===== src/hw/rvPkg.sv =====
// RV32I shared definitions for opcodes, ALU decode, instruction formats and bus bundles
package rvPkg;

	// ------------------------------
	// Architecture
	// ------------------------------
	localparam int regCount = 32;                    // x0..x31
	localparam logic [31:0] resetPc = 32'h0000_0000; // Boot address

	// ------------------------------
	// Major opcodes
	// ------------------------------
	localparam logic [6:0] opR      = 7'b0110011; // Register-register
	localparam logic [6:0] opImm    = 7'b0010011; // Register-immediate
	localparam logic [6:0] opLoad   = 7'b0000011;
	localparam logic [6:0] opStore  = 7'b0100011;
	localparam logic [6:0] opBranch = 7'b1100011;
	localparam logic [6:0] opLui    = 7'b0110111;
	localparam logic [6:0] opAuipc  = 7'b0010111;

	// Branch conditions
	localparam logic [2:0] funct3Beq = 3'b000;
	localparam logic [2:0] funct3Bne = 3'b001;

	// Arithmetic funct3, shared by R and I forms
	localparam logic [2:0] funct3Add = 3'b000; // ADD, SUB, ADDI
	localparam logic [2:0] funct3Slt = 3'b010;
	localparam logic [2:0] funct3Xor = 3'b100;
	localparam logic [2:0] funct3Or  = 3'b110;
	localparam logic [2:0] funct3And = 3'b111;

	// ------------------------------
	// ALU decode
	// ------------------------------
	// First-level class from the main decoder
	typedef logic [3:0] aluClassT;
	localparam aluClassT aluClassR      = 4'b0000; // From funct3 and funct7
	localparam aluClassT aluClassI      = 4'b1100; // From funct3 only
	localparam aluClassT aluClassAdd    = 4'b0001; // Address and U-type sums
	localparam aluClassT aluClassBranch = 4'b1111; // Compare by subtract

	// Concrete operation seen by the ALU
	typedef logic [3:0] aluOperationT;
	localparam aluOperationT aluAdd = 4'd0;
	localparam aluOperationT aluSub = 4'd1;
	localparam aluOperationT aluAnd = 4'd2;
	localparam aluOperationT aluOr  = 4'd3;
	localparam aluOperationT aluXor = 4'd4;
	localparam aluOperationT aluSlt = 4'd5;

	// Operand A source
	typedef logic [1:0] srcASelT;
	localparam srcASelT srcAPc   = 2'b00; // AUIPC
	localparam srcASelT srcAZero = 2'b01; // LUI
	localparam srcASelT srcARs1  = 2'b10; // Everything else

	// ------------------------------
	// Instruction word, five views
	// ------------------------------
	typedef union packed {
		struct packed {
			logic [6:0] funct7;
			logic [4:0] rs2;
			logic [4:0] rs1;
			logic [2:0] funct3;
			logic [4:0] rd;
			logic [6:0] opcode;
		} rType;
		struct packed {
			logic [11:0] imm12;
			logic [4:0]  rs1;
			logic [2:0]  funct3;
			logic [4:0]  rd;
			logic [6:0]  opcode;
		} iType;
		struct packed {
			logic [6:0] immHi; // imm[11:5]
			logic [4:0] rs2;
			logic [4:0] rs1;
			logic [2:0] funct3;
			logic [4:0] immLo; // imm[4:0]
			logic [6:0] opcode;
		} sType;
		struct packed {
			logic       immBit12;
			logic [5:0] immHi6;   // imm[10:5]
			logic [4:0] rs2;
			logic [4:0] rs1;
			logic [2:0] funct3;
			logic [3:0] immLo4;   // imm[4:1]
			logic       immBit11;
			logic [6:0] opcode;
		} bType;
		struct packed {
			logic [19:0] imm20;
			logic [4:0]  rd;
			logic [6:0]  opcode;
		} uType;
	} instrWord;

	// Control lines out of the main decoder
	typedef struct packed {
		logic     branch;
		logic     memRead;
		logic     memToReg;
		logic     memWrite;
		logic     regWrite;
		logic     aluSrc;   // Immediate as operand B
		aluClassT aluClass;
		srcASelT  srcASel;
	} ctrlBundle;

	// Data port request
	typedef struct packed {
		logic [31:0] addr;
		logic [31:0] wdata;
		logic        write;
		logic        read;
	} dmemReq;

endpackage


===== src/hw/alu.sv =====
// Arithmetic and logic unit with a zero flag for branch compares
module alu (
	input  logic [31:0]         a,
	input  logic [31:0]         b,
	input  rvPkg::aluOperationT op,
	output logic [31:0]         result,
	output logic                zero
);

	always_comb begin
		case (op)
			rvPkg::aluAdd: result = a + b;
			rvPkg::aluSub: result = a - b;
			rvPkg::aluAnd: result = a & b;
			rvPkg::aluOr:  result = a | b;
			rvPkg::aluXor: result = a ^ b;
			rvPkg::aluSlt: begin
				// Signed compare
				result = ($signed(a) < $signed(b)) ? 32'd1 : 32'd0;
			end
			default: result = '0;
		endcase
	end

	assign zero = (result == 32'd0); // Equal operands under SUB

endmodule


===== src/hw/aluControl.sv =====
// Second-level ALU decoder from class and funct fields to a single operation
module aluControl (
	input  rvPkg::aluClassT     aluClass,
	input  logic [2:0]          funct3,
	input  logic                funct7b5, // SUB select in R form
	output rvPkg::aluOperationT aluOp
);

	logic isImm; // I form has no funct7, imm bit 10 must not pick SUB

	assign isImm = (aluClass == rvPkg::aluClassI);

	always_comb begin
		case (aluClass)
			rvPkg::aluClassAdd:    aluOp = rvPkg::aluAdd; // Addresses, LUI, AUIPC
			rvPkg::aluClassBranch: aluOp = rvPkg::aluSub; // Zero flag means equal
			rvPkg::aluClassR, rvPkg::aluClassI: begin
				case (funct3)
					rvPkg::funct3Add: begin
						if (funct7b5 && !isImm)
							aluOp = rvPkg::aluSub;
						else
							aluOp = rvPkg::aluAdd;
					end
					rvPkg::funct3Slt: aluOp = rvPkg::aluSlt;
					rvPkg::funct3Xor: aluOp = rvPkg::aluXor;
					rvPkg::funct3Or:  aluOp = rvPkg::aluOr;
					rvPkg::funct3And: aluOp = rvPkg::aluAnd;
					default:          aluOp = rvPkg::aluAdd; // Shifts etc. unsupported
				endcase
			end
			default: aluOp = rvPkg::aluAdd;
		endcase
	end

endmodule


===== src/hw/immGen.sv =====
// Immediate generator for the I, S, B and U instruction formats
module immGen (
	input  rvPkg::instrWord instr,
	output logic [31:0]     imm
);

	always_comb begin
		case (instr.rType.opcode) // Opcode sits in the same place in every view
			rvPkg::opImm, rvPkg::opLoad: begin
				imm = {{20{instr.iType.imm12[11]}}, instr.iType.imm12};
			end
			rvPkg::opStore: begin
				// Split around rd position
				imm = {{20{instr.sType.immHi[6]}}, instr.sType.immHi, instr.sType.immLo};
			end
			rvPkg::opBranch: begin
				imm = {
					{19{instr.bType.immBit12}},
					instr.bType.immBit12,
					instr.bType.immBit11,
					instr.bType.immHi6,
					instr.bType.immLo4,
					1'b0 // Halfword aligned offset
				};
			end
			rvPkg::opLui, rvPkg::opAuipc: begin
				imm = {instr.uType.imm20, 12'h000};
			end
			default: imm = '0; // R form has no immediate
		endcase
	end

endmodule


===== src/hw/mainControl.sv =====
// Main decoder turning the major opcode into the datapath control bundle
module mainControl (
	input  logic [6:0]       opcode,
	output rvPkg::ctrlBundle ctrl
);

	always_comb begin
		case (opcode)
			rvPkg::opR: begin // ADD, SUB, AND, OR, XOR, SLT
				ctrl = '{
					branch:   1'b0,
					memRead:  1'b0,
					memToReg: 1'b0,
					memWrite: 1'b0,
					regWrite: 1'b1,
					aluSrc:   1'b0,
					aluClass: rvPkg::aluClassR,
					srcASel:  rvPkg::srcARs1
				};
			end
			rvPkg::opImm: begin // ADDI and friends
				ctrl = '{
					branch:   1'b0,
					memRead:  1'b0,
					memToReg: 1'b0,
					memWrite: 1'b0,
					regWrite: 1'b1,
					aluSrc:   1'b1,
					aluClass: rvPkg::aluClassI,
					srcASel:  rvPkg::srcARs1
				};
			end
			rvPkg::opLoad: begin
				ctrl = '{
					branch:   1'b0,
					memRead:  1'b1, // Only loads read memory
					memToReg: 1'b1,
					memWrite: 1'b0,
					regWrite: 1'b1,
					aluSrc:   1'b1,
					aluClass: rvPkg::aluClassAdd,
					srcASel:  rvPkg::srcARs1
				};
			end
			rvPkg::opStore: begin
				ctrl = '{
					branch:   1'b0,
					memRead:  1'b0,
					memToReg: 1'b0,
					memWrite: 1'b1,
					regWrite: 1'b0,
					aluSrc:   1'b1,
					aluClass: rvPkg::aluClassAdd,
					srcASel:  rvPkg::srcARs1
				};
			end
			rvPkg::opBranch: begin
				ctrl = '{
					branch:   1'b1,
					memRead:  1'b0,
					memToReg: 1'b0,
					memWrite: 1'b0,
					regWrite: 1'b0,
					aluSrc:   1'b0, // Compare rs1 against rs2
					aluClass: rvPkg::aluClassBranch,
					srcASel:  rvPkg::srcARs1
				};
			end
			rvPkg::opLui, rvPkg::opAuipc: begin
				// Same row, differ only in operand A
				ctrl = '{
					branch:   1'b0,
					memRead:  1'b0,
					memToReg: 1'b0,
					memWrite: 1'b0,
					regWrite: 1'b1,
					aluSrc:   1'b1,
					aluClass: rvPkg::aluClassAdd,
					srcASel:  (opcode == rvPkg::opLui) ? rvPkg::srcAZero : rvPkg::srcAPc
				};
			end
			default: ctrl = '0; // Unknown opcode, no side effects
		endcase
	end

endmodule


===== src/hw/regFile.sv =====
// Integer register file, two async read ports, one write port, x0 tied to zero
module regFile (
	input  logic        clk,
	input  logic        arstN,
	input  logic [4:0]  rs1,
	input  logic [4:0]  rs2,
	input  logic [4:0]  rd,
	input  logic        wen,
	input  logic [31:0] wdata,
	output logic [31:0] rdata1,
	output logic [31:0] rdata2
);

	logic [31:0] regs [rvPkg::regCount];

	always_ff @(posedge clk or negedge arstN) begin
		if (!arstN) begin
			for (int i = 0; i < rvPkg::regCount; i++)
				regs[i] <= '0;
		end else if (wen && (rd != 5'd0)) begin // x0 never written
			regs[rd] <= wdata;
		end
	end

	// Async read ports straight from the array
	assign rdata1 = regs[rs1];
	assign rdata2 = regs[rs2];

endmodule


===== src/hw/rvCore.sv =====
// Single-cycle RV32I core top with PC, branch logic, operand muxes and write-back
module rvCore (
	input  logic          clk,
	input  logic          arstN,
	output logic [31:0]   imemAddr,
	input  logic [31:0]   imemData, // Same-cycle instruction fetch
	output rvPkg::dmemReq dmem,
	input  logic [31:0]   dmemRdata // Same-cycle load data
);

	logic [31:0]         pc;
	logic [31:0]         pcPlus4;
	logic [31:0]         pcBranch;
	logic [31:0]         pcNext;
	rvPkg::instrWord     instr;
	rvPkg::ctrlBundle    ctrl;
	rvPkg::aluOperationT aluOp;
	logic [31:0]         imm;
	logic [31:0]         rdata1;
	logic [31:0]         rdata2;
	logic [31:0]         srcA;
	logic [31:0]         srcB;
	logic [31:0]         aluResult;
	logic                aluZero;
	logic                branchTaken;
	logic [31:0]         wbData;

	// ------------------------------
	// Fetch
	// ------------------------------
	assign imemAddr = pc;
	assign instr    = imemData;

	always_ff @(posedge clk or negedge arstN) begin
		if (!arstN)
			pc <= rvPkg::resetPc;
		else
			pc <= pcNext; // One instruction per edge
	end

	// ------------------------------
	// Decode
	// ------------------------------
	mainControl mainControl_i (
		.opcode (instr.rType.opcode),
		.ctrl   (ctrl)
	);

	aluControl aluControl_i (
		.aluClass (ctrl.aluClass),
		.funct3   (instr.rType.funct3),
		.funct7b5 (instr.rType.funct7[5]),
		.aluOp    (aluOp)
	);

	immGen immGen_i (
		.instr (instr),
		.imm   (imm)
	);

	regFile regFile_i (
		.clk    (clk),
		.arstN  (arstN),
		.rs1    (instr.rType.rs1),
		.rs2    (instr.rType.rs2),
		.rd     (instr.rType.rd),
		.wen    (ctrl.regWrite),
		.wdata  (wbData),
		.rdata1 (rdata1),
		.rdata2 (rdata2)
	);

	// ------------------------------
	// Execute
	// ------------------------------
	always_comb begin
		case (ctrl.srcASel)
			rvPkg::srcAPc:   srcA = pc;    // AUIPC
			rvPkg::srcAZero: srcA = 32'd0; // LUI passes imm through
			rvPkg::srcARs1:  srcA = rdata1;
			default:         srcA = 32'd0;
		endcase
	end

	assign srcB = ctrl.aluSrc ? imm : rdata2;

	alu alu_i (
		.a      (srcA),
		.b      (srcB),
		.op     (aluOp),
		.result (aluResult),
		.zero   (aluZero)
	);

	// Branch decision, BEQ and BNE only
	assign branchTaken = ctrl.branch &&
		(((instr.bType.funct3 == rvPkg::funct3Beq) && aluZero) ||
		 ((instr.bType.funct3 == rvPkg::funct3Bne) && !aluZero));

	assign pcPlus4  = pc + 32'd4;
	assign pcBranch = pc + imm; // B immediate already shifted
	assign pcNext   = branchTaken ? pcBranch : pcPlus4;

	// ------------------------------
	// Memory and write-back
	// ------------------------------
	assign dmem.addr  = aluResult;
	assign dmem.wdata = rdata2;         // Store data from rs2
	assign dmem.write = ctrl.memWrite;  // Commits at next edge in memory model
	assign dmem.read  = ctrl.memRead;

	assign wbData = ctrl.memToReg ? dmemRdata : aluResult;

endmodule


===== config.mk =====
export PLATFORM = sky130hd
export DESIGN_NAME = rvCore
export DESIGN_NICKNAME = d
export VERILOG_FILES = /design/src/hw/rvPkg.sv /design/src/hw/alu.sv /design/src/hw/aluControl.sv /design/src/hw/immGen.sv /design/src/hw/mainControl.sv /design/src/hw/regFile.sv /design/src/hw/rvCore.sv
export SDC_FILE = /design/constraint.sdc
export NUM_CORES = 2
export LEC_CHECK = 0
export BUFFER_PORTS_ARGS = -buffer_cell sky130_fd_sc_hd__buf_2
export CORE_MARGIN = 2
export CORE_UTILIZATION = 29
export DETAILED_ROUTE_END_ITERATION = 8
export PLACE_DENSITY = 0.53
export SYNTH_ARGS = -nofsm -noshare
export SYNTH_HDL_FRONTEND = slang
export SYNTH_SLANG_ARGS = --single-unit

===== constraint.sdc =====
create_clock -name clk -period 7.98 [get_ports clk]
set_clock_uncertainty 0.05 [all_clocks]
set_input_delay 0.798 -clock clk [delete_from_list [all_inputs] [get_ports clk]]
set_output_delay 0.798 -clock clk [all_outputs]
set_load 0.03 [all_outputs]

Yosys cells after proc, flatten, opt, wreduce, memory -nomap -nowiden
Index checks and enable logic that the tools add are counted.
{ "classes": {"mux": 21, "n_eq_ne": 20, "reduce_logical": 18, "addsub": 4, "n_bitwise": 6, "order_cmp": 5} }
{ "op_table": {"columns": ["cell", "count"], "rows": [
  ["bitwise mux 1024 bit", 1],
  ["binary-select mux 32 bit (select 5 bit)", 2],
  ["two-way mux 32 bit", 8],
  ["one-hot mux 32 bit (6 select lines)", 1],
  ["demux 32 bit (select 5 bit)", 1],
  ["one-hot mux 32 bit (4 select lines)", 1],
  ["one-hot mux 12 bit (6 select lines)", 1],
  ["adder 32 bit", 2],
  ["one-hot mux 32 bit (2 select lines)", 1],
  ["adder 32 x 3 -> 32 bit, second input constant", 1],
  ["bitwise AND 32 bit", 1],
  ["logical NOT 32 bit", 1],
  ["< comparator 32 bit", 1],
  ["bitwise OR 32 bit", 1],
  ["subtractor 32 bit", 1],
  ["XOR 32 bit", 1],
  ["equality test 7 x 6 -> 1 bit, second input constant", 3],
  [">= comparator 6 bit, second input constant", 3],
  ["inverter 5 -> 6 bit", 3],
  ["one-hot mux 3 bit (5 select lines)", 1],
  ["equality test 7 x 5 -> 1 bit, second input constant", 2],
  ["equality test 3 bit, second input constant", 3],
  ["equality test 4 x 2 -> 1 bit, second input constant", 2],
  ["equality test 4 x 3 -> 1 bit, second input constant", 2],
  ["18 further kinds", 30]
]} }
{ "word_totals": {"regBits": 1056, "output_inout_bits": 98, "elab_cells": 107, "input_bits": 66} }

Logic depth before layout (Yosys ltp)
{ "logic_depth": {"ltp_word": 17, "mapped_depth": 28, "depth_no_buf": 24} }

Cells and area by module
From an unflattened synthesis, not the netlist that was laid out.
{ "hier_totals": {"hier_cells": 6135, "area_unflattened_um2": 66981.7} }
{ "modules_own_cells": {"columns": ["module", "n_inst", "seq_area_each_um2", "cells_per_inst", "area_each_um2"], "rows": [
  ["regFile", 1, 25624.6, 4601, 55942.4],
  ["alu", 1, 0.0, 852, 5582.9],
  ["rvCore", 1, 800.8, 588, 4774.6],
  ["immGen", 1, 0.0, 55, 406.6],
  ["mainControl", 1, 0.0, 26, 186.4],
  ["aluControl", 1, 0.0, 13, 88.8]
]} }

Worst setup path before layout
Ideal clock, no wire load.
{ "synth_path": {"path_kind": "in2reg", "from": "input port imemData[20]", "to": "register pc[30] (netlist: imemAddr[30])", "stages": 25, "setup_ps": 130, "t_arrival_ps": 7831, "slack_ps": -31, "t_required_ps": 7800, "n_path_buf": 5, "cell_sequence": "clkbuf_1 > clkbuf_1 > buf_1 > mux4_2 > mux4_2 > mux2_2 > nand2_1 > o21ai_0 > ha_1 > clkbuf_1 > a21o_1 > a31o_2 > or2_2 > o211ai_1 > a21oi_1 > a31o_2 > a211oi_1 > o41a_1 > o211ai_1 > or4_1 > nor4_2 > mux2_4 > buf_8 > nor4_1 > a21oi_1"} }
{ "synth_rtl": {"columns": ["item", "line", "text"], "rows": [
  ["start, declared", "rvCore.sv:6", "input logic [31:0] imemData,"],
  ["end signal, assigned", "rvCore.sv:36", "pc <= rvPkg::resetPc;"],
  ["end signal, assigned", "rvCore.sv:38", "pc <= pcNext;"],
  ["end, declared", "rvCore.sv:11", "logic [31:0] pc;"]
]} }

==> flow_metrics.py <==
metrics = {
    "status": {
        "run_status": "finished, final reports clean",
    },
    "setup_path": {
        "timing.critical_path.required_ns": 7.13,
        "critPathMaxStageDelay_ns": 0.56,
        "cp_slowest_cell": "a2111oi_1",
        "critPathLaunchType": "input pin",
        "worstPathArrival_ns": 6.80,
        "setup.worst_path.class": "in2out",
        "critical_path.most_common_cell": "buf_4",
        "crit_chain": "buf_8 > buf_12 > mux4_2 > mux4_2 > mux2_2 > or3_1 > o21a_1 > ha_1 > inv_1 > fa_1 > nor2_1 > o221ai_1 > o2bb2ai_1 > o21ai_0 > buf_4 > buf_12 > a2111oi_1 > o31ai_1 > buf_4 > a2111o_1 > a22o_1 > o31ai_1 > buf_4 > buf_2",
        "worst_setup_path_end_kind": "primary output",
        "critPathMaxFanout": 14,
    },
    "clock_network": {
        "cts_setup_buffers": 0,
        "cts_hold_buf": 0,
        "ctsRootBufferMaster": "clkbuf_16",
        "max-clock-path-buffers": 3,
        "clkSinkCount": 1056,
        "tritoncts_clock_tree": "done",
        "worst_setup_hold_path_clk_slew_ns": 0.06,
        "numCtsBuffers": 106,
        "htree_num_levels": 3,
        "cts.repair.resized": 0,
        "insertion_delay_to_the_later_sink_of_the_worst_skew_pair_ns": 0.78,
    },
    "sta": {
        "slew_headroom": 0.148,
        "worstMarginPinSlew_ns": 1.28,
        "final_worst_path_period_share": 0.958,
        "rsz0062_at_grt": "no",
        "setup-violations-final": 0,
        "fmax_mhz": 131,
        "finalCriticalPeriod_ns": 7.64,
        "slew_violations": 0,
        "whs_ns": 0.0447,
        "hold_violations": 0,
    },
    "detailed_routing": {
        "detailedRoute.firstPassIterationCount": 6,
        "first_iter_violations": 4644,
        "route.detailed.vias_per_inst": 5.48,
        "ant_nets": 0,
        "num_vias": 47200,
        "drc_errors": 0,
        "wire_per_inst_um": 26.1,
        "route.final.wire_length_um": 225000,
    },
    "cells_and_area": {
        "final_cell_count_no_fill": 8618,
        "post_route_cells_drive_above_1_share": 0.241,
        "areaGrowthSynthToFinish_pct": 14.8,
        "total_number_of_nets_in_the_final_design": 5919,
    },
    "yosys": {
        "synthDistinctLibCells": 91,
        "yosys_register_bits": 1056,
        "seq_area_frac_synth": 0.430,
        "synth-adder-area-share": 0.0277,
        "synth-simple-area-share": 0.0999,
        "share_of_synthesized_registers_carrying_an_async_set_or_reset": 1.00,
        "synth_fp_nets": 5912,
        "synthXorXnorAreaFrac": 0.00827,
        "synth-compound-area-share": 0.137,
        "synth_top_family_by_area": "multiplexers",
        "yosysWarnings": 0,
        "synthesis.area_um2": 61400,
        "synth_cells": 5712,
        "number_of_synthesized_flops_with_an_enable_pin": 0,
        "primary_ff_master_synth": "dfrtp_1",
        "synthMuxAreaShare": 0.253,
        "synth.avg_cell_area_um2": 10.7,
    },
    "job": {
        "cap_violations": 0,
    },
    "power": {
        "power_per_cell_area_nw_per_um2": 201,
        "worst_ir_drop_vdd_mv": 0.243,
        "leakagePower_nw": 30.2,
    },
    "floorplanning": {
        "rows": 168,
        "die_w_um": 464,
        "die_height_um": 464,
        "die_area_um2": 215000,
        "coreArea_um2": 210000,
        "ioPinCount": 164,
        "floorplan.initialDensity": 0.292,
    },
    "global_routing": {
        "grt_pass1_vias": 46900,
        "remaining_global_route_overflow": 0,
        "antenna_found_initial": 10,
        "grt.total_usage": 0.207,
        "grt_first_pass_wirelength_um": 331000,
        "pin_count_of_the_biggest_net_entering_global_routing": 169,
    },
    "placed_design": {
        "place.detailed.hpwl_um": 145000,
        "portBuffers": 163,
        "place.detailed.instances": 8416,
        "gp_congestion": 0.964,
    },
    "hold_path": {
        "holdCritPathClass": "in2async",
    },
}
==> cell families after synthesis <==
logic type | Yosys count
and+or+nand+nor | 1506
muxes | 746
adders and majority gates | 134
AOI/OAI and AO/OA | 1515
xor gates and xnor gates | 58
DFF | 1056
buffers and inverters | 697
==> synthesized netlist by cell type (8+ instances only) <==
cell type	count	area share
o21bai_1	9	0.0011
nand2_1	1173	0.072
nor2b_1	18	0.0018
ha_1	131	0.027
clkbuf_1	478	0.029
a21o_1	46	0.0056
o211ai_1	30	0.0037
nor2_1	149	0.0091
xor2_1	21	0.0030
nor3_1	19	0.0015
o21ai_0	1101	0.090
dfrtp_1	1056	0.43
nor4_1	9	0.00092
nand3_1	26	0.0021
a21oi_1	150	0.012
buf_1	66	0.0040
o221ai_1	10	0.0014
inv_1	132	0.0081
or2_2	16	0.0016
nand4_1	18	0.0018
or3_1	8	0.00082
o21a_1	21	0.0026
mux4_2	640	0.23
a211oi_1	18	0.0022
nand2b_1	20	0.0020
xnor2_1	37	0.0053
buf_2	14	0.0011
mux2_2	20	0.0037
a22o_1	8	0.0011
and3_1	14	0.0014
mux2i_1	83	0.014
==> state kept, by name, indices dropped and copies added, names as in the netlist <==
signal	cells
regFile_i.regs	1024
imemAddr	32
==> critical path: cells and delay by family <==
kind	cells	cell delay (ns)
AND/OR/NAND/NOR	2	0.41
AO/OA/AOI/OAI	9	2.29
multiplexers	3	1.35
buffers and inverters	8	1.44
adder cells (fa/ha/maj)	2	0.48
==> final timing paths <==
path | to | depth (start not counted) | start | slack (ns)
min | regFile_i.regs[758] | 1 | arstN | 0.04
max | dmem[62] | 24 | imemData[20] | 0.34
max reg2reg | imemAddr[26] | 20 | regFile_i.regs[641] | 0.74
max in group asynchronous | imemAddr[5] | 3 | arstN | 6.04
min in group clk | regFile_i.regs[1017] | 0 | regFile_i.regs[1017] | 0.35
min reg2reg | regFile_i.regs[1017] | 0 | regFile_i.regs[1017] | 0.35
==> final cells by class <==
cell class	instances	area (um^2)
Fill cell	21000	140000
Clock buffer	148	3050
Timing Repair Buffer	464	3600
Sequential cell	1056	26400
Inverter	132	495
Clock inverter	51	712
Tap cell	2805	3510
Antenna cell	3	7.51
Multi-Input combinational cell	3959	32700
==> layout by cell type, fill, tap and decap left out, drive strengths merged, types with 7 or more instances in the layout <==
| master | Yosys | final |
|---|---|---|
| mux2i | 83 | 83 |
| nor3 | 19 | 19 |
| nor2b | 18 | 18 |
| or3 | 8 | 8 |
| a211oi | 18 | 18 |
| xnor2 | 37 | 37 |
| xor2 | 21 | 21 |
| mux2 | 23 | 23 |
| buf | 87 | 464 |
| a22o | 8 | 8 |
| and2 | 7 | 7 |
| nand2b | 20 | 20 |
| and3 | 14 | 14 |
| o21ai | 1104 | 1104 |
| a31oi | 7 | 7 |
| clkbuf | 478 | 148 |
| mux4 | 640 | 640 |
| o211ai | 31 | 31 |
| inv | 132 | 136 |
| o31ai | 7 | 7 |
| o21bai | 9 | 9 |
| o221ai | 10 | 10 |
| nor4 | 10 | 10 |
| o21a | 21 | 21 |
| nand2 | 1173 | 1173 |
| nor2 | 149 | 149 |
| clkinv | 0 | 27 |
| ha | 131 | 131 |
| bufinv | 0 | 14 |
| dfrtp | 1056 | 1056 |
| a21oi | 150 | 150 |
| nand3 | 26 | 26 |
| nand4 | 18 | 18 |
| a22oi | 7 | 7 |
| or2 | 17 | 17 |
| a21o | 46 | 46 |
==> metal layers <==
layer / GRT usage / wire [um]
met1: 0.283 / 96000
met2: 0.335 / 106000
met3: 0.0289 / 15300
met5: 0 / 34
met4: 0.0704 / 7720
==> where the power goes <==
part,internal (mW),switching (mW),total [mW]
clock,3.14,2.31,5.45
combinational,0.998,1.93,2.93
sequential,5.56,0.196,5.75
==> per-stage QoR <==
stage	setup WS, ns	TNS [ns]	power (mW)	cell area (um^2)	util
2_1_floorplan	0.0895	0	7.51	61400	-
3_3_place_gp	-0.207	-3.65	8.74	66700	0.318
3_5_place_dp	-0.172	-2.82	8.75	66700	0.318
4_1_cts	0.233	0	14.2	70500	0.335
5_1_grt	0.0449	0	14.7	70500	0.336
6_report	0.336	0	14.1	70500	0.336
Power figures use the tool's default switching activity.
